--- config.mk ---
export PLATFORM = sky130hd
export DESIGN_NAME = queue_channel_controller
export DESIGN_NICKNAME = d
export VERILOG_FILES = /design/src/logic/queue_store_pkg.sv /design/src/logic/queue_channel_controller.sv
export VERILOG_INCLUDE_DIRS = /design/src /design/src/logic
export SDC_FILE = /design/constraint.sdc
export NUM_CORES = 1
export LEC_CHECK = 0
export ABC_CLOCK_PERIOD_IN_PS = 5200
export BUFFER_PORTS_ARGS = -buffer_cell sky130_fd_sc_hd__buf_2
export CORE_MARGIN = 2
export CORE_UTILIZATION = 52
export CTS_CLUSTER_SIZE = 8
export DETAILED_ROUTE_END_ITERATION = 10
export GPL_ROUTABILITY_DRIVEN = 1
export PLACE_DENSITY_LB_ADDON = 0.12
export SLEW_MARGIN = 20
export SYNTH_ARGS = -nofsm -noshare
export SYNTH_HDL_FRONTEND = slang
export SYNTH_SLANG_ARGS = --single-unit
export TNS_END_PERCENT = 20
--- constraint.sdc ---
create_clock -name clock -period 5.2 [get_ports clock]
set_input_delay 0.52 -clock clock [delete_from_list [all_inputs] [get_ports clock]]
set_output_delay 0.52 -clock clock [all_outputs]
set_load 0.02 [all_outputs]
--- src/logic/queue_store_config.svh ---
/*
  Build-time sizing for the shared-memory queue store.
  QS_DEPTH must be a power of two: a channel's region is addressed by the
  channel number placed above the local address, and the level is the plain
  difference of two lap-bit pointers.
  QS_CHANNELS and QS_STAGE_DEPTH are assumed to be at least 2.
*/
`ifndef QUEUE_STORE_CONFIG_SVH
`define QUEUE_STORE_CONFIG_SVH

// Channel queues sharing the memory
`define QS_CHANNELS 2
// Entries per channel, power of two
`define QS_DEPTH 8
// Data bits per entry
`define QS_WIDTH 16
// Staging slots per channel, also the producer's credits after reset
`define QS_STAGE_DEPTH 2
// Most consumer credits one controller may hold
`define QS_POP_CREDITS 4

// Derived widths
`define QS_CHANNEL_BITS $clog2(`QS_CHANNELS)
`define QS_ADDR_BITS $clog2(`QS_DEPTH)

`endif

--- src/logic/queue_store_pkg.sv ---
/*
  Shared types of the queue store.
  Widths come from the config header; a level is one bit wider than a local
  address so that a completely full queue can be represented.
*/
`include "queue_store_config.svh"

package queue_store_pkg;

  typedef logic [`QS_CHANNEL_BITS-1:0] channel_t;
  typedef logic [`QS_ADDR_BITS-1:0]    address_t;
  // Lap bit on top of the local address
  typedef logic [`QS_ADDR_BITS:0]      level_t;
  typedef logic [`QS_WIDTH-1:0]        data_t;

  // Push and pop word
  typedef struct packed {
    logic  valid;
    data_t data;
  } queue_entry_t;

  // Shared write port request
  typedef struct packed {
    channel_t channel;
    address_t address;
    data_t    data;
  } write_req_t;

  // Shared read port request
  typedef struct packed {
    channel_t channel;
    address_t address;
  } read_req_t;

  // Registered read data, tagged with its channel
  typedef struct packed {
    logic     valid;
    channel_t channel;
    data_t    data;
  } read_resp_t;

  typedef struct packed {
    level_t level;
    level_t space;
    logic   empty;
    logic   full;
    logic   almost_empty;
    logic   almost_full;
    logic   lower_status;
    logic   upper_status;
    logic   credit_error;
  } channel_status_t;

endpackage

--- src/logic/queue_channel_controller.sv ---
/*
  Queue controller for one channel of the shared memory.
  Pushes land in a small staging buffer and are written when the write
  arbiter grants; each write returns one producer credit.
  Reads are requested only against consumer credits held, so pop never sees
  an empty queue. Flush drops stored entries, not staged ones.
*/
`timescale 1ns/1ps
`include "queue_store_config.svh"

module queue_channel_controller import queue_store_pkg::*; #(
  parameter int unsigned CHANNEL_ID = 0
) (
  input  logic            clock,
  input  logic            resetn,
  input  queue_entry_t    push,
  output logic            push_credit,
  input  logic            pop_credit,
  output queue_entry_t    pop,
  input  logic            flush,
  input  level_t          lower_threshold,
  input  level_t          upper_threshold,
  output channel_status_t status,
  output logic            write_request,
  output write_req_t      write_payload,
  input  logic            write_grant,
  output logic            read_request,
  output read_req_t       read_payload,
  input  logic            read_grant,
  input  read_resp_t      read_response
);

  localparam int STAGE_BITS  = $clog2(`QS_STAGE_DEPTH);
  localparam int COUNT_BITS  = $clog2(`QS_STAGE_DEPTH + 1);
  localparam int CREDIT_BITS = $clog2(`QS_POP_CREDITS + 1);

  // Staging buffer, a tiny circular FIFO
  data_t                 stage_data [`QS_STAGE_DEPTH];
  logic [STAGE_BITS-1:0] stage_head;
  logic [STAGE_BITS-1:0] stage_tail;
  logic [COUNT_BITS-1:0] stage_count;
  logic                  stage_full;
  logic                  stage_accept;

  // Lap-bit pointers into this channel's region
  level_t write_pointer;
  level_t read_pointer;
  level_t level;
  logic   empty;
  logic   full;

  logic [CREDIT_BITS-1:0] pop_credits;
  logic                   credit_error;

  function automatic logic [STAGE_BITS-1:0] next_slot(input logic [STAGE_BITS-1:0] slot);
    if (slot == STAGE_BITS'(`QS_STAGE_DEPTH - 1)) begin
      return '0;
    end
    return slot + 1'b1;
  endfunction

  assign stage_full   = stage_count == COUNT_BITS'(`QS_STAGE_DEPTH);
  // Push without a free slot means the producer had no credit
  assign stage_accept = push.valid && !stage_full;

  // Payload storage
  always_ff @(posedge clock) begin
    if (stage_accept) begin
      stage_data[stage_tail] <= push.data;
    end
  end

  always_ff @(posedge clock or negedge resetn) begin
    if (!resetn) begin
      stage_head    <= '0;
      stage_tail    <= '0;
      stage_count   <= '0;
      write_pointer <= '0;
      read_pointer  <= '0;
      pop_credits   <= '0;
      push_credit   <= 1'b0;
      credit_error  <= 1'b0;
    end else begin
      if (stage_accept) begin
        stage_tail <= next_slot(stage_tail);
      end
      // Granted write leaves staging and frees a producer slot
      if (write_grant) begin
        stage_head    <= next_slot(stage_head);
        write_pointer <= write_pointer + 1'b1;
      end
      case ({stage_accept, write_grant})
        2'b10:   stage_count <= stage_count + 1'b1;
        2'b01:   stage_count <= stage_count - 1'b1;
        default: stage_count <= stage_count;
      endcase
      // Flush discards stored entries; a write in the same cycle survives
      if (flush) begin
        read_pointer <= write_pointer;
      end else if (read_grant) begin
        read_pointer <= read_pointer + 1'b1;
      end
      // Consumer credit bookkeeping
      case ({pop_credit, read_grant})
        2'b10:   pop_credits <= pop_credits + 1'b1;
        2'b01:   pop_credits <= pop_credits - 1'b1;
        default: pop_credits <= pop_credits;
      endcase
      push_credit  <= write_grant;
      credit_error <= push.valid && stage_full;
    end
  end

  // Power-of-two depth, so the lap bit wraps for free
  assign level = write_pointer - read_pointer;
  // Same address, lap bits tell empty from full
  assign empty = write_pointer == read_pointer;
  assign full  = (write_pointer[`QS_ADDR_BITS-1:0] == read_pointer[`QS_ADDR_BITS-1:0])
              && (write_pointer[`QS_ADDR_BITS] != read_pointer[`QS_ADDR_BITS]);

  // Memory requests
  assign write_request         = (stage_count != '0) && !full;
  assign write_payload.channel = channel_t'(CHANNEL_ID);
  assign write_payload.address = write_pointer[`QS_ADDR_BITS-1:0];
  assign write_payload.data    = stage_data[stage_head];

  assign read_request         = !empty && (pop_credits != '0) && !flush;
  assign read_payload.channel = channel_t'(CHANNEL_ID);
  assign read_payload.address = read_pointer[`QS_ADDR_BITS-1:0];

  // Only the response tagged with this channel becomes a pop
  assign pop.valid = read_response.valid && (read_response.channel == channel_t'(CHANNEL_ID));
  assign pop.data  = read_response.data;

  assign status.level        = level;
  assign status.space        = level_t'(`QS_DEPTH) - level;
  assign status.empty        = empty;
  assign status.full         = full;
  assign status.almost_empty = level == level_t'(1);
  assign status.almost_full  = level == level_t'(`QS_DEPTH - 1);
  assign status.lower_status = level <= lower_threshold;
  assign status.upper_status = level >= upper_threshold;
  assign status.credit_error = credit_error;

  // Ring pointers meet only when staging is empty or full
  a_stage_bound: assert property (@(posedge clock) disable iff (!resetn)
    (stage_head == stage_tail) == (stage_count == '0 || stage_full));

  // Consumer must not grant more than the controller can hold
  a_pop_credit_bound: assert property (@(posedge clock) disable iff (!resetn)
    pop_credits <= CREDIT_BITS'(`QS_POP_CREDITS));

  // Every read grant comes back through the shared memory one cycle later
  a_read_returns: assert property (@(posedge clock) disable iff (!resetn)
    read_grant |=> pop.valid);

endmodule

# --- After elaboration in Yosys (flattened, before gate mapping) ---
# Memories as Yosys holds them, arrays and structs flattened.
# Cells that the tools add are included.
classes:
  n_addsub: 10
  n_lt_le_gt_ge: 2
  eq_ne: 10
  n_mux: 14
  bitwise: 1
  reduce_logical: 16
ops:
  columns: ["operator", "count"]
  rows:
  - ["$mux 1", 10]
  - ["$add 4x1->4 const B", 2]
  - ["$mux 4", 2]
  - ["$reduce_bool 2->1", 4]
  - ["$logic_and 1x1->1", 7]
  - ["$eq 2x2->1 const B", 3]
  - ["$pmux 3 s2", 1]
  - ["$eq 2x1->1 const B", 2]
  - ["$eq 4x1->1 const B", 1]
  - ["$eq 4x3->1 const B", 1]
  - ["$eq 4x4->1", 1]
  - ["$ge 4x4->1", 1]
  - ["$le 4x4->1", 1]
  - ["$logic_not 1->1", 4]
  - ["$pmux 2 s2", 1]
  - ["$sub 4x4->4", 1]
  - ["$sub 4x4->4 const A", 1]
  - ["$add 3x1->3 const B", 1]
  - ["$eq 3x3->1", 1]
  - ["$reduce_bool 3->1", 1]
  - ["$sub 3x1->3 const B", 1]
  - ["$add 1x1->1 const B", 2]
  - ["$add 2x1->2 const B", 1]
  - ["$sub 2x1->2 const B", 1]
  - ["other kinds (2)", 2]
word_totals:
  ff_bits: 17
  ramBits: 32
  in_bits: 49
  out_inout_bits: 59
  elab_cells: 62
  mem_count: 1
memory_table:
  columns: ["name", "words", "width", "read_ports", "rd_clocked_by_memory_dff", "write_ports", "line_no", "rtl"]
  rows:
  - ["stage_data", 2, 16, 1, 0, 1, "queue_channel_controller.sv:38", "data_t stage_data [`QS_STAGE_DEPTH];"]

# --- Logic depth before layout (Yosys ltp) ---
logic_depth:
  depth_word: 5
  depth_mapped: 9
  depth_no_buf: 9

# --- Worst setup path after synthesis ---
# Ideal clock, no wire load.
synth_path:
  path_type: "register to output"
  start: "reg write_pointer[0]"
  end: "out status[2] (netlist bit)"
  arrival_ns: 2.597
  required_time_ns: 4.680
  slack_ns: 2.083
  stages_incl_launch_ff: 10
  path_buffers: 0
  path_cell_list: "dfrtp_1 inv_1 ha_1 inv_1 fa_1 ha_1 nor2b_1 o21a_1 o21a_1 o21ai_0"
synth_lines:
  columns: ["item", "line_no", "rtl"]
  rows:
  - ["from (decl)", "queue_channel_controller.sv:46", "level_t write_pointer;"]
  - ["from (signal assigned)", "queue_channel_controller.sv:90", "write_pointer <= write_pointer + 1'b1;"]
  - ["to (decl)", "queue_channel_controller.sv:23", "output channel_status_t status,"]

==> flow_metrics.tcl <==
set metrics [dict create \
    status "completed" \
    finalWorstSetupSlack_ns 1.76 \
    grt_max_degree 18 \
    die_h_um 74.3 \
    setup_viol 0 \
    cts-root-buf "clkbuf_8" \
    final_common_cell "buf_2" \
    final_nets 316 \
    synth_adder_area_share_pct 10.2 \
    syn2layout_area_growth_pct 13.6 \
    synth_xor_area_share_pct 8.04 \
    start_util_pct 54.0 \
    grt.met3_usage_pct 4.34 \
    tritoncts "yes" \
    cts.sinks 49 \
    numPortBuffers 73 \
    fin_setup_tns_ns 0 \
    routedWlPerCell_um 13.2 \
    synthArstFlopShare_pct 34.7 \
    slew_headroom_pct 49.1 \
    mostFrequentLayoutCells "73 x buf_2, 32 x edfxtp_1, 18 x mux2_2" \
    fillCellCount 409 \
    yosys.area.top_type "edfxtp_1" \
    cts_resized 0 \
    viasPerCell 4.88 \
    via_count 1548 \
    maxSlewViolCount 0 \
    grt_pass1_vias 1496 \
    fin_skew_ns 0.00710 \
    drive_above_1_share_pct 41.6 \
    cts_inserted_buffers 5 \
    yosys_warnings 0 \
    worstPathMaxFanout 6 \
    reg2regPathDepth 2 \
    io_pins 108 \
    grt_use_total_pct 15.7 \
    seq_area_frac_synth_pct 54.0 \
    synth-edff-count 32 \
    dpl.hpwl_um 3110 \
    crit_arrival_ns 2.92 \
    die_area_sq_um 5520 \
    r2r_slack_ns 3.57 \
    coreArea_sq_um 4750 \
    critPathLaunchType "register" \
    drt_wl_total_um 4180 \
    min_period_over_period_pct 66.1 \
    globalRouteMet1Util_pct 18.0 \
    grt_pass1_wl_um 6510 \
    finalHoldViolCount 0 \
    synth-main-ff-cell "edfxtp_1" \
    worstHoldPathType "input port to async pin" \
    path_clk_slew_ns 0.09 \
    finalPower_mw 2.31 \
    fmax_mhz 291 \
    rows 25 \
    worst_slew_pin_slew_ns 0.763 \
    grt_overflow_total 0 \
    clk_latency_ns 0.29 \
    chipWidth_um 74.3 \
    antenna_found_initial 0 \
    r2r_start "stage_count[0]" \
    ys_types 31 \
    max-vdd-ir-drop_mv 0.403 \
    synth_mux_area_share_pct 8.67 \
    grtUsageMet2_pct 27.6 \
    worstPathRequired_ns 4.68 \
    period_needed_ns 3.44 \
    critPathKind "register to output pin" \
    route.detailed.drc 0 \
    routabilityCongestion 0.773 \
    drt_pass1_iterations 4 \
    endpoint_kind "output pin" \
    busiest_layer "met2" \
    postCtsSetupBuffers 0 \
    cap_violations 0 \
    synth_seq_cells 49 \
    synth_cells 198 \
    synth_compound_area_share_pct 2.19 \
    multi_input_area_sq_um 898 \
    cts.htree.levels 2 \
    drtIter0Drc 58 \
    synth_top_family_by_area "buffers and inverters" \
    synth_top_area_share_pct 37.4 \
    diodes 0 \
    r2r-end "stage_data[1][6]" \
    rsz0062_at_grt "false" \
    powerDensity_nw_per_um2 791 \
    avgSynthCellArea_sq_um 13.0 \
    synth-simple-area-share_pct 5.60 \
    regArea_sq_um 1390 \
    ant_nets 0 \
    holdWs_ns 0.127 \
    cts_max_path_buffers 2 \
    p_leak_nw 1.32 \
    synth.area.top_cells "edfxtp_1 37%, dfrtp_1 17%, buf_4 8.2%, mux2_2 7.9%, ha_1 7.8%" \
    dp_slack_ns 2.07 \
    synth_area_sq_um 2570 \
    fin_util_pct 61.3 \
    ctsHoldBuffers 0 \
]
-- registers in the layout, indices dropped and copies added (netlist names) --
name and flops:
pop_credits 3, stage_head 1, write_pointer 4, stage_tail 1, push_credit 1, stage_count 2, credit_error 1, stage_data 32
read_pointer 4
-- layer usage --
metal	share of wire [%]	vias up
li1	-	740
met4	2.2	0
met2	49	54
met3	6.6	24
met5	0	-
met1	43	730
-- worst max-delay path by stage --
stage	startpoint	slack, ns	cells past startpoint	end
after global routing	write_pointer[0]	1.61	9	status[1]
after global placement	write_pointer[0]	2.12	9	status[1]
after detailed placement	write_pointer[0]	2.07	9	status[1]
final	write_pointer[0]	1.76	9	status[1]
after CTS	write_pointer[0]	1.73	9	status[1]
after floorplan	write_pointer[0]	2.08	9	status[2]
-- Yosys cell counts (2+ instances only) --
| cell type | count |
|---|---|
| nand4_1 | 3 |
| inv_1 | 17 |
| mux2i_1 | 2 |
| xor2_2 | 2 |
| mux2_2 | 18 |
| xor2_1 | 7 |
| edfxtp_1 | 32 |
| dfrtp_1 | 17 |
| ha_1 | 16 |
| o21a_1 | 2 |
| fa_1 | 2 |
| xnor2_1 | 11 |
| nor3_1 | 3 |
| nor2b_1 | 3 |
| nand2b_1 | 2 |
| buf_4 | 28 |
| clkbuf_1 | 2 |
| nor2_1 | 8 |
| o21ai_0 | 4 |
| nand2_1 | 8 |
-- where the power goes --
part	switching, mW	leakage (nW)	total (mW)	internal (mW)
clock	0.121	0.0554	0.266	0.144
sequential	0.105	0.499	0.651	0.546
combinational	0.828	0.764	1.39	0.563
total	1.05	1.32	2.31	1.25
-- layout make-up --
type,count,share of cell area (%)
clock buffers,6,2.49
flip-flops and latches,49,47.5
clock inverters,2,1.33
inverters,17,2.19
well taps,67,2.87
repair buffers,74,12.8
multi-input cells,102,30.8
-- through the flow --
stage | area, sq um | std cells
2_1_floorplan | 2570 | 199
3_3_place_gp | 2810 | 309
3_5_place_dp | 2810 | 309
4_1_cts | 2920 | 317
5_1_grt | 2920 | 317
6_report | 2920 | 317
-- logic make-up (layout without fill, tap and decap cells) --
logic type,count (synthesis),count (layout)
flops,49,49
buf+inv,48,99
simple gates,30,30
xor+xnor,21,21
fa+ha+maj,20,20
mux,20,20
compound gates,9,9
other cells,1,2
-- worst max-delay path: stages (launching register included) --
cell	delay, ns
dfrtp_1	0.45
inv_1	0.08
ha_1	0.18
inv_1	0.06
fa_1	0.60
ha_1	0.27
a21o_1	0.16
maj3_1	0.36
maj3_2	0.31
buf_2	0.16
Note: power is estimated with default switching activity, not from simulation.
