[src/logic/queue_store_config.svh]
/*
  Build-time sizing for the shared-memory queue store.
  QS_DEPTH must be a power of two: a channel's region is addressed by the
  channel number placed above the local address, and the level is the plain
  difference of two lap-bit pointers.
  QS_CHANNELS and QS_STAGE_DEPTH are assumed to be at least 2.
*/
`ifndef QUEUE_STORE_CONFIG_SVH
`define QUEUE_STORE_CONFIG_SVH

// Channel queues sharing the memory
`define QS_CHANNELS 2
// Entries per channel, power of two
`define QS_DEPTH 8
// Data bits per entry
`define QS_WIDTH 16
// Staging slots per channel, also the producer's credits after reset
`define QS_STAGE_DEPTH 2
// Most consumer credits one controller may hold
`define QS_POP_CREDITS 4

// Derived widths
`define QS_CHANNEL_BITS $clog2(`QS_CHANNELS)
`define QS_ADDR_BITS $clog2(`QS_DEPTH)

`endif

[src/logic/queue_store_pkg.sv]
/*
  Shared types of the queue store.
  Widths come from the config header; a level is one bit wider than a local
  address so that a completely full queue can be represented.
*/
`include "queue_store_config.svh"

package queue_store_pkg;

  typedef logic [`QS_CHANNEL_BITS-1:0] channel_t;
  typedef logic [`QS_ADDR_BITS-1:0]    address_t;
  // Lap bit on top of the local address
  typedef logic [`QS_ADDR_BITS:0]      level_t;
  typedef logic [`QS_WIDTH-1:0]        data_t;

  // Push and pop word
  typedef struct packed {
    logic  valid;
    data_t data;
  } queue_entry_t;

  // Shared write port request
  typedef struct packed {
    channel_t channel;
    address_t address;
    data_t    data;
  } write_req_t;

  // Shared read port request
  typedef struct packed {
    channel_t channel;
    address_t address;
  } read_req_t;

  // Registered read data, tagged with its channel
  typedef struct packed {
    logic     valid;
    channel_t channel;
    data_t    data;
  } read_resp_t;

  typedef struct packed {
    level_t level;
    level_t space;
    logic   empty;
    logic   full;
    logic   almost_empty;
    logic   almost_full;
    logic   lower_status;
    logic   upper_status;
    logic   credit_error;
  } channel_status_t;

endpackage

[src/logic/queue_memory.sv]
/*
  Shared simple dual-port storage for all channel queues.
  Word address is the channel above the local address. Read data is
  registered and comes back one cycle after the read grant, tagged with the
  requesting channel. Reading and writing one word in the same cycle is not
  expected: only written entries are ever read.
*/
`timescale 1ns/1ps
`include "queue_store_config.svh"

module queue_memory import queue_store_pkg::*; (
  input  logic       clock,
  input  logic       resetn,
  input  logic       write_valid,
  input  write_req_t write,
  input  logic       read_valid,
  input  read_req_t  read,
  output read_resp_t read_response
);

  localparam int WORDS = `QS_CHANNELS * `QS_DEPTH;

  data_t    storage [WORDS];
  logic     response_valid;
  channel_t response_channel;
  data_t    response_data;

  always_ff @(posedge clock) begin
    if (write_valid) begin
      storage[{write.channel, write.address}] <= write.data;
    end
    if (read_valid) begin
      response_channel <= read.channel;
      response_data    <= storage[{read.channel, read.address}];
    end
  end

  // Valid tag is the only control state here
  always_ff @(posedge clock or negedge resetn) begin
    if (!resetn) begin
      response_valid <= 1'b0;
    end else begin
      response_valid <= read_valid;
    end
  end

  assign read_response.valid   = response_valid;
  assign read_response.channel = response_channel;
  assign read_response.data    = response_data;

endmodule

[config.mk]
export PLATFORM = sky130hd
export DESIGN_NAME = queue_memory
export DESIGN_NICKNAME = d
export VERILOG_FILES = /design/src/logic/queue_store_pkg.sv /design/src/logic/queue_memory.sv
export VERILOG_INCLUDE_DIRS = /design/src /design/src/logic
export SDC_FILE = /design/constraint.sdc
export NUM_CORES = 1
export LEC_CHECK = 0
export BUFFER_PORTS_ARGS = -buffer_cell sky130_fd_sc_hd__buf_2
export CORE_AREA = 5 5 164 127
export DETAILED_ROUTE_END_ITERATION = 12
export DIE_AREA = 0 0 169 132
export PLACE_DENSITY = 0.74
export SLEW_MARGIN = 20
export SYNTH_ARGS = -nofsm -noshare
export SYNTH_HDL_FRONTEND = slang
export SYNTH_SLANG_ARGS = --single-unit
export TNS_END_PERCENT = 100
[constraint.sdc]
create_clock -name clock -period 1.4 [get_ports clock]
set_clock_uncertainty 0.1 [all_clocks]
set_input_delay 0.14 -clock clock [delete_from_list [all_inputs] [get_ports clock]]
set_output_delay 0.14 -clock clock [all_outputs]
set_load 0.02 [all_outputs]
# Yosys cells after proc, flatten, opt, wreduce, memory -nomap -nowiden
# Memories as Yosys holds them, arrays and structs flattened. A register that Yosys moved wholly into a read port is not among the register bits.
# Index checks and enable logic that the tools add are counted.
# word_totals
regBits,2
latch_bits,0
ramBits,256
rom_bits,0
input_bits,28
output_inout_bits,18
elab_cells,5
mem_count,1
# memory_table
memory,words,width,rd,rd_ports_with_merged_regs,write_ports,line,rtl
storage,16,16,1,1,1,queue_memory.sv:23,data_t storage [WORDS];
# classes
add_sub_neg,0
n_mul,0
n_div,0
order_cmp,0
n_eq_ne,0
shifts,0
n_mux,2
bitwise,0
reduce_logical,0
# ops
op,count
$mux W1,2

# Depth between registers and ports, before layout
# Gate-level depths: netlist of the first run.
# depth
ltp_word,2
depth_mapped,5

# Worst setup path before layout of the first run
# No wires, ideal clock.
# synth_timing
kind,input -> register
startpoint,input port write[18] in the netlist's numbering
endpoint,memory storage[0][0] in the netlist's numbering (enable)
setup_ps,409
arrival_time_ps,1786
required_time_ps,891
setup_slack_ps,-895
stages,2
n_path_buf,0
cell_sequence,or3b_2 nor3_1
# synth_lines
item,line,rtl
from (decl),queue_memory.sv:15,"input write_req_t write,"
to (decl),queue_memory.sv:23,
# Straight into the memory's write port.

==> results of run 1 <==
-- layout make-up --
class / instances / share of cell area
clock buffer: 32 / 0.05244
sequential: 274 / 0.6614
tap: 253 / 0.02546
clock inverter: 11 / 0.008253
multi-input combinational: 139 / 0.1685
timing repair buffer: 102 / 0.08394
-- layer usage --
layer  wire length (µm)  part of all wire  global-route usage
met5                  0                 0                   0
met4                456             0.022             0.03844
met3               1567             0.075             0.02938
met1               8879              0.42              0.2956
met2               9997              0.48              0.2970
-- path summary, 6_finish.rpt --
path	from	to	slack (ps)	cells past startpoint
setup / recovery	storage[11][7]	response_data[7]	-110	3
hold / removal	write[17]	storage[0][11]	80	3
setup reg to reg	storage[11][7]	response_data[7]	-110	3
hold reg to reg	storage[6][2]	response_data[2]	640	3
max in group asynchronous	resetn	response_valid	730	3
min in group asynchronous	resetn	response_valid	370	3
-- cells by family (layout without fill, tap and decap cells) --
| logic type | Yosys count | after routing | synth area share |
|---|---|---|---|
| buffers and inverters | 23 | 145 | 0.01352 |
| multiplexers | 64 | 64 | 0.1440 |
| AND/OR/NAND/NOR | 43 | 43 | 0.01875 |
| AO/OA/AOI/OAI | 32 | 32 | 0.02338 |
| flip-flops | 274 | 274 | 0.8004 |
-- layout by cell type, fill, tap and decap left out --
cell / synthesis / routed
or3b_4: 0 / 1
a22oi_1: 32 / 4
bufinv_16: 0 / 2
nor2_2: 0 / 9
inv_6: 0 / 1
dfrtp_1: 1 / 1
buf_2: 3 / 44
buf_12: 0 / 27
nand2b_1: 2 / 2
buf_4: 5 / 11
clkinv_1: 0 / 5
mux4_2: 54 / 64
nor2_1: 13 / 1
edfxtp_1: 273 / 273
clkinv_2: 0 / 3
nor3_2: 0 / 2
clkbuf_1: 8 / 7
nand3_1: 1 / 1
nor2b_1: 2 / 2
and2_1: 1 / 1
nand3b_1: 2 / 2
nor2_4: 0 / 3
clkbuf_16: 0 / 25
nor3_4: 0 / 2
nand2_1: 17 / 17
dlygate4sd3_1: 0 / 20
a22oi_2: 0 / 28
-- flip-flops by register name, summed over array words and instances (netlist names) --
register and count:
response_valid 1, storage 256, response_channel 1, response_data 16
-- power breakdown --
| group | internal [mW] | switching (mW) | total, mW |
|---|---|---|---|
| Sequential | 9.24 | 0.0496 | 9.29 |
| Combinational | 0.481 | 0.570 | 1.05 |
| Clock | 3.64 | 2.71 | 6.35 |
| Total | 13.4 | 3.33 | 16.7 |
-- through the flow --
step                setup slack, ps    util  TNS [ps]  cell area [µm²]
CTS                          -135.0  0.6524    -806.1            12390
floorplan                    -173.7       -    -30970            10360
global placement             -348.8  0.5973    -16570            11340
detailed placement           -389.4  0.5973    -22260            11340
global route                 -177.1  0.6545     -1603            12430
finish                       -110.9  0.6545    -716.4            12430
-- tightest hold or removal path, delay by kind of cell --
kind          cells  cell delay, ps
buf+inv           2             310
simple gates      1              70
-- repair_timing --
action | in CTS | in global routing
pin swaps | 8 | 0
hold buffers | 20 | 0
endpoints found under the hold margin | 276 | 0
gates resized for setup | 22 | 8
setup buffers | 0 | 0
endpoints found under the setup margin | 16 | 16
==> flow_summary.json, run 1 <==
{
  "synth_common_cells": "273 x edfxtp_1, 54 x mux4_2, 32 x a22oi_1",
  "cp-end-kind": "register",
  "dp_hpwl_mm": 11.46,
  "wl_mm": 20.90,
  "cts_max_level": 1,
  "fin_total_pwr_mw": 16.69,
  "grt_overflow": 0,
  "netlist_area_mm2": 0.01027,
  "seq_area_frac_synth": 0.8004,
  "setup_viol": 16,
  "synth_cell_types": 19,
  "start_util": 0.5409,
  "syn_area_per_cell_um2": 23.56,
  "vdd_drop_max_mv": 1.357,
  "cts_tree": "built",
  "worstSkewPairLatency_ps": 520,
  "wl_per_cell_um": 25.77,
  "clkTransAtPathRegs_ps": 60,
  "coreArea_mm2": 0.01899,
  "drc": 0,
  "synth_seq_cells": 274,
  "clk_path_buf_depth": 3,
  "antenna_left": 0,
  "synth_fp_nets": 464,
  "synth_area_leaders": "edfxtp_1 80%, mux4_2 12%, mux4_1 2.6%",
  "rsz0062_at_grt": "true",
  "cp.arrival_ps": 1670,
  "clock.fmax_mhz": 661.8,
  "drt_iter0_markers": 501,
  "fin_ws_ps": -110.9,
  "place_inst": 748,
  "final-max-slew-violation-count": 0,
  "yosysWarningCount": 0,
  "multi_input_area_mm2": 0.002095,
  "postSynthCellCount": 436,
  "die-area_mm2": 0.02231,
  "yosysTopAreaCell": "edfxtp_1",
  "start_kind": "register",
  "cellPowerDensity_mw_per_mm2": 1343,
  "num_vias": 4846,
  "regArea_mm2": 0.008223,
  "slowest_delay_ps": 490,
  "cp_slowest_cell": "mux4_2",
  "yosysMostFrequentCell": "edfxtp_1",
  "port_buffers": 45,
  "final_nets": 570,
  "die_w_um": 169,
  "async_flop_share": 0.003650,
  "holdWs_ps": 75.60,
  "drive_gt1_frac": 0.3978,
  "worst_pin_slew_ps": 302.5,
  "synthFlopType": "edfxtp_1",
  "grt_pass1_wl_mm": 31.77,
  "num_antenna_cells": 0,
  "fin_crit_sh": 1.079,
  "hold_viol_final": 0,
  "violations": "negative setup slack",
  "p_leak_nw": 4.005,
  "required_ps": 1560,
  "rows": 44,
  "crit_buf_inv": 0,
  "via_per_inst": 5.975,
  "cts.sinks": 274,
  "antenna_found_initial": 0,
  "worstPathCellList": "mux4_2 -> a22oi_2 -> nand2_1",
  "status": "finished with violations",
  "cts_root_buf": "clkbuf_16",
  "drt_pass1_iterations": 4,
  "max_slew_margin": 0.7977,
  "die_h_um": 132,
  "layout.cells.non_filler": 811,
  "io_pins": 46,
  "maxCapViolations": 0,
  "synth_edf_count": 273,
  "fillers": 1235,
  "numCtsBuffers": 25,
  "grt_pass1_vias": 5050,
  "synth_top_area_share": 0.7980,
  "critPathKind": "reg -> reg",
  "grt_usage": 0.1910,
  "area_delta_synth_final_pct": 21.01,
  "gp_congestion": 0.7673,
  "hp-class": "in -> reg",
  "period_needed_ps": 1511,
  "crit_fanout": 1,
  "crit_family": "multiplexers",
  "grt_max_degree": 27
}
Power figures use the tool's default switching activity.
==> inputs of run 2 (changes only) <==
--- a/config.mk
+++ b/config.mk
@@ -9,6 +9,5 @@
 export BUFFER_PORTS_ARGS = -buffer_cell sky130_fd_sc_hd__buf_2
-export CORE_AREA = 5 5 164 127
+export CORE_AREA = 5 5 183 141
 export DETAILED_ROUTE_END_ITERATION = 12
-export DIE_AREA = 0 0 169 132
-export PLACE_DENSITY = 0.74
+export DIE_AREA = 0 0 188 146
 export SLEW_MARGIN = 20
==> constraint.sdc (replaced) <==
create_clock -name clock -period 1.4 [get_ports clock]
set_clock_uncertainty 0.1 [all_clocks]
set_input_delay 0.21 -clock clock [delete_from_list [all_inputs] [get_ports clock]]
set_output_delay 0.21 -clock clock [all_outputs]
set_load 0.02 [all_outputs]
==> flow_summary.json, run 2 (synthesis results as in run 1) <==
{
  "status": "finished with violations",
  "violations": "negative setup slack",
  "final_nets": 583,
  "cts.sinks": 274,
  "rr_endpoint": "response_data[2]",
  "required_ps": 1570,
  "reg2reg_from": "storage[3][2]",
  "grt_usage": 0.1616,
  "wl_per_cell_um": 24.96,
  "vdd_drop_max_mv": 0.8022,
  "cellPowerDensity_mw_per_mm2": 1309,
  "num_antenna_cells": 0,
  "multi_input_area_mm2": 0.002127,
  "startpoint": "storage[3][2]",
  "dp_slack_ps": -457.2,
  "largest_reg_flops": 256,
  "regArea_mm2": 0.008223,
  "start_kind": "register",
  "wl_mm": 21.89,
  "critPathKind": "reg -> reg",
  "cts_setup_buffers": 0,
  "clock.fmax_mhz": 681.7,
  "largest_registers": "storage: 256 flops, response_data: 16 flops",
  "start_util": 0.4341,
  "io_pins": 46,
  "port_buffers": 45,
  "clk_path_buf_depth": 3,
  "period_needed_ps": 1467,
  "drt_pass1_iterations": 4,
  "crit_end": "response_data[2]",
  "grt_pass1_vias": 5207,
  "reg2reg_depth": 3,
  "die_w_um": 188,
  "gp_congestion": 0.7335,
  "final_cell_mix": "273 x edfxtp_1, 64 x mux4_2, 35 x buf_2, 31 x buf_12, 27 x clkbuf_16",
  "r2r_slack_ps": -70,
  "max_slew_margin": 0.4324,
  "numCtsBuffers": 26,
  "top_register": "storage",
  "grt_overflow": 0,
  "final_common_cell": "edfxtp_1",
  "die_h_um": 146,
  "hp-class": "in -> reg",
  "antenna_left": 0,
  "cts_max_level": 1,
  "worstSkewPairLatency_ps": 520,
  "coreArea_mm2": 0.02367,
  "maxCapViolations": 0,
  "hold_viol_final": 0,
  "antenna_found_initial": 0,
  "worst_pin_slew_ps": 848.3,
  "grt_pass1_wl_mm": 33.11,
  "die-area_mm2": 0.02745,
  "p_leak_nw": 4.113,
  "rows": 49,
  "cts_root_buf": "clkbuf_16",
  "fillers": 1808,
  "cts_tree": "built",
  "grt_max_degree": 37,
  "cp.arrival_ps": 1640,
  "fin_ws_ps": -66.91,
  "area_delta_synth_final_pct": 23.83,
  "dp_hpwl_mm": 12.89,
  "setup_viol": 18,
  "holdWs_ps": 211.4,
  "cp-end-kind": "register",
  "fin_total_pwr_mw": 16.66,
  "fin_crit_sh": 1.048,
  "drive_gt1_frac": 0.4133,
  "final-max-slew-violation-count": 0,
  "num_vias": 4814,
  "rsz0062_at_grt": "true",
  "drt_iter0_markers": 374,
  "clkTransAtPathRegs_ps": 60,
  "via_per_inst": 5.489,
  "drc": 0,
  "crit_fanout": 1
}
[run 2: cell count changes in the layout (fill, tap and decap cells not counted), moves of 5 or more]
cell / before / now
buf_6: 0 / 9
buf_2: 44 / 35
nor2_4: 3 / 9
clkinv_2: 3 / 8
nor2_2: 9 / 3
buf_4: 11 / 19
[run 2: routing by layer]
| layer | wire length, µm | vias to the layer above | track usage | share of wire |
|---|---|---|---|---|
| met5 | 0 | - | 0 | 0 |
| met3 | 1183 | 25 | 0.02878 | 0.054 |
| met1 | 9809 | 2562 | 0.2420 | 0.45 |
| met2 | 10610 | 130 | 0.2563 | 0.48 |
| li1 | - | 2097 | - | - |
| met4 | 280 | 0 | 0.02641 | 0.013 |
[run 2: how the worst min path moves through the flow]
stage	start	end	slack (ps)	depth (start not counted)
6_report	read[0]	response_data[3]	210	4
5_1_grt	read[0]	response_data[3]	220	4
4_1_cts	read[0]	response_data[3]	200	4
3_5_place_dp	resetn	response_valid	-110	1
3_3_place_gp	resetn	response_valid	-120	1
2_1_floorplan	resetn	response_valid	-190	0
[run 2: worst max-delay path, cell delays in order (launching register included)]
cell	delay (ps)
edfxtp_1	380
mux4_2	510
a22oi_2	170
nand2_1	70
[run 2: metrics by stage]
step / TNS (ps) / util / instance area [µm²] / std cells
global placement: -33660 / 0.4901 / 11600 / 813
detailed placement: -40170 / 0.4901 / 11600 / 813
global route: -1709 / 0.5376 / 12720 / 877
finish: -815.9 / 0.5376 / 12720 / 877
floorplan: -14200 / - / 10430 / 436
CTS: -1130 / 0.5334 / 12620 / 877
[run 2: layout make-up]
type | instances | share of cell area
multi-input cells | 139 | 0.1672
repair buffers | 114 | 0.09746
clock buffers | 32 | 0.05458
flip-flops and latches | 274 | 0.6463
clock inverters | 12 | 0.004327
well taps | 306 | 0.03009
[run 2: power by group]
part	total, mW	switching, mW	internal, mW
Sequential	9.29	0.0519	9.24
Combinational	1.10	0.587	0.511
Clock	6.27	2.78	3.49
Total	16.7	3.42	13.2
[run 2: repair_timing]
| item | 4_1_cts | 5_1_grt |
|---|---|---|
| cloned | 0 | 0 |
| setup endpoints to repair | 22 | 25 |
| endpoints found under the hold margin | 259 | 0 |
| hold buffers | 20 | 0 |
| gates resized for setup | 22 | 22 |
| pin swaps | 6 | 5 |
==> inputs of run 3 (changes only) <==
Settings changed: CORE_AREA 5 5 183 141 to 10 10 169 132, DIE_AREA 0 0 188 146 to 0 0 179 142, PLACE_DENSITY from default to 0.74.
==> flow_summary.json, run 3 (synthesis results as in run 1) <==
{
  "cp-end-kind": "register",
  "gp_congestion": 0.7275,
  "clock.fmax_mhz": 671.9,
  "grt_max_degree": 33,
  "reg2reg_depth": 3,
  "die_h_um": 142,
  "r2r_slack_ps": -90,
  "cts_tree": "built",
  "start_util": 0.5409,
  "clk_path_buf_depth": 3,
  "setup_viol": 18,
  "hold_path_depth": 4,
  "hp-class": "in -> reg",
  "final_nets": 579,
  "die-area_mm2": 0.02542,
  "fin_ws_ps": -88.30,
  "wl_per_cell_um": 26.29,
  "final_cell_area_mm2": 0.01249,
  "largest_reg_flops": 256,
  "num_antenna_cells": 0,
  "fillers": 1230,
  "cts_root_buf": "clkbuf_16",
  "start_kind": "register",
  "antenna_left": 0,
  "largest_registers": "storage: 256 flops, response_data: 16 flops",
  "p_leak_nw": 4.024,
  "antenna_found_initial": 0,
  "grt_pass1_wl_mm": 32.51,
  "cellPowerDensity_mw_per_mm2": 1308,
  "drive_gt1_frac": 0.4056,
  "final_cell_mix": "273 x edfxtp_1, 64 x mux4_2, 39 x buf_2",
  "cts.sinks": 274,
  "final_common_cell": "edfxtp_1",
  "worstSkewPairLatency_ps": 510,
  "top_register": "storage",
  "fin_crit_sh": 1.063,
  "dp_hpwl_mm": 11.95,
  "rr_endpoint": "response_data[10]",
  "drt_pass1_iterations": 5,
  "grt_usage": 0.1741,
  "violations": "negative setup slack",
  "critPathKind": "reg -> reg",
  "rows": 44,
  "grt_overflow": 0,
  "fin_util": 0.6576,
  "grt_pass1_vias": 5125,
  "cts_max_level": 1,
  "max_slew_margin": 0.8023,
  "cp.arrival_ps": 1650,
  "num_vias": 4844,
  "crit_fanout": 1,
  "required_ps": 1560,
  "maxCapViolations": 0,
  "numCtsBuffers": 25,
  "final-max-slew-violation-count": 0,
  "period_needed_ps": 1488,
  "layout.cells.non_filler": 820,
  "reg2reg_from": "storage[10][10]",
  "hold_viol_final": 0,
  "worst_pin_slew_ps": 295.8,
  "wl_mm": 21.56,
  "coreArea_mm2": 0.01899,
  "via_per_inst": 5.907,
  "drc": 0,
  "fin_total_pwr_mw": 16.34,
  "drt_iter0_markers": 527,
  "hp-start": "write[17]",
  "rsz0062_at_grt": "true",
  "io_pins": 46,
  "place_inst": 757,
  "hold_path_end": "storage[4][6]",
  "dp_slack_ps": -394.6,
  "area_delta_synth_final_pct": 21.57,
  "place_area_mm2": 0.01143,
  "vdd_drop_max_mv": 1.053,
  "clkTransAtPathRegs_ps": 60,
  "die_w_um": 179,
  "status": "finished with violations",
  "port_buffers": 45
}
-- run 3: critical path, cell delays in order, from the launching register on --
cell and delay, ps:
edfxtp_1 400, mux4_2 500, a22oi_2 170, nand2_1 80
-- run 3: metrics by stage --
step / setup TNS (ps) / hold slack, ps
2_1_floorplan: -14200 / -185.6
3_3_place_gp: -31100 / -115.4
3_5_place_dp: -37330 / -111.4
4_1_cts: -839.9 / 206.9
5_1_grt: -1655 / 216.5
6_report: -771.8 / 218.5
-- run 3: report_power, final --
group	switching, mW	internal [mW]	total (mW)
Combinational	0.581	0.503	1.08
Clock	2.70	3.26	5.96
Sequential	0.0543	9.24	9.29
Total	3.33	13.0	16.3
-- run 3: layout make-up --
| class | instances | area, µm² | area share |
|---|---|---|---|
| repair buffers | 111 | 1117 | 0.08946 |
| well taps | 253 | 316.6 | 0.02535 |
| multi-input cells | 139 | 2122 | 0.1699 |
| clock buffers | 30 | 644.4 | 0.05159 |
| clock inverters | 13 | 66.31 | 0.005310 |
| flip-flops and latches | 274 | 8223 | 0.6584 |
-- run 3: worst max-delay path by stage --
| stage | slack [ps] | endpoint | cells after the start | start |
|---|---|---|---|---|
| after global placement | -380 | response_data[1] | 5 | read[0] |
| after global routing | -110 | response_data[9] | 3 | storage[3][9] |
| final | -90 | response_data[10] | 3 | storage[10][10] |
| after detailed placement | -390 | response_data[1] | 5 | read[0] |
| after floorplan | -240 | storage[0][0] | 2 | write[18] |
| after CTS | -90 | response_data[10] | 3 | storage[10][10] |
-- run 3: what timing repair did --
| item | CTS | global route |
|---|---|---|
| setup endpoints to repair | 20 | 21 |
| hold buffers | 20 | 0 |
| buffers inserted | 0 | 0 |
| pin swaps | 5 | 1 |
| hold endpoints to repair | 259 | 0 |
| gates resized for setup | 29 | 8 |
-- run 3: metal layers --
layer / part of all wire / track usage / vias up
li1: - / - / 2089
met1: 0.41 / 0.2450 / 2527
met2: 0.49 / 0.2836 / 200
met3: 0.078 / 0.03050 / 28
met4: 0.016 / 0.03343 / 0
met5: 0 / 0 / -
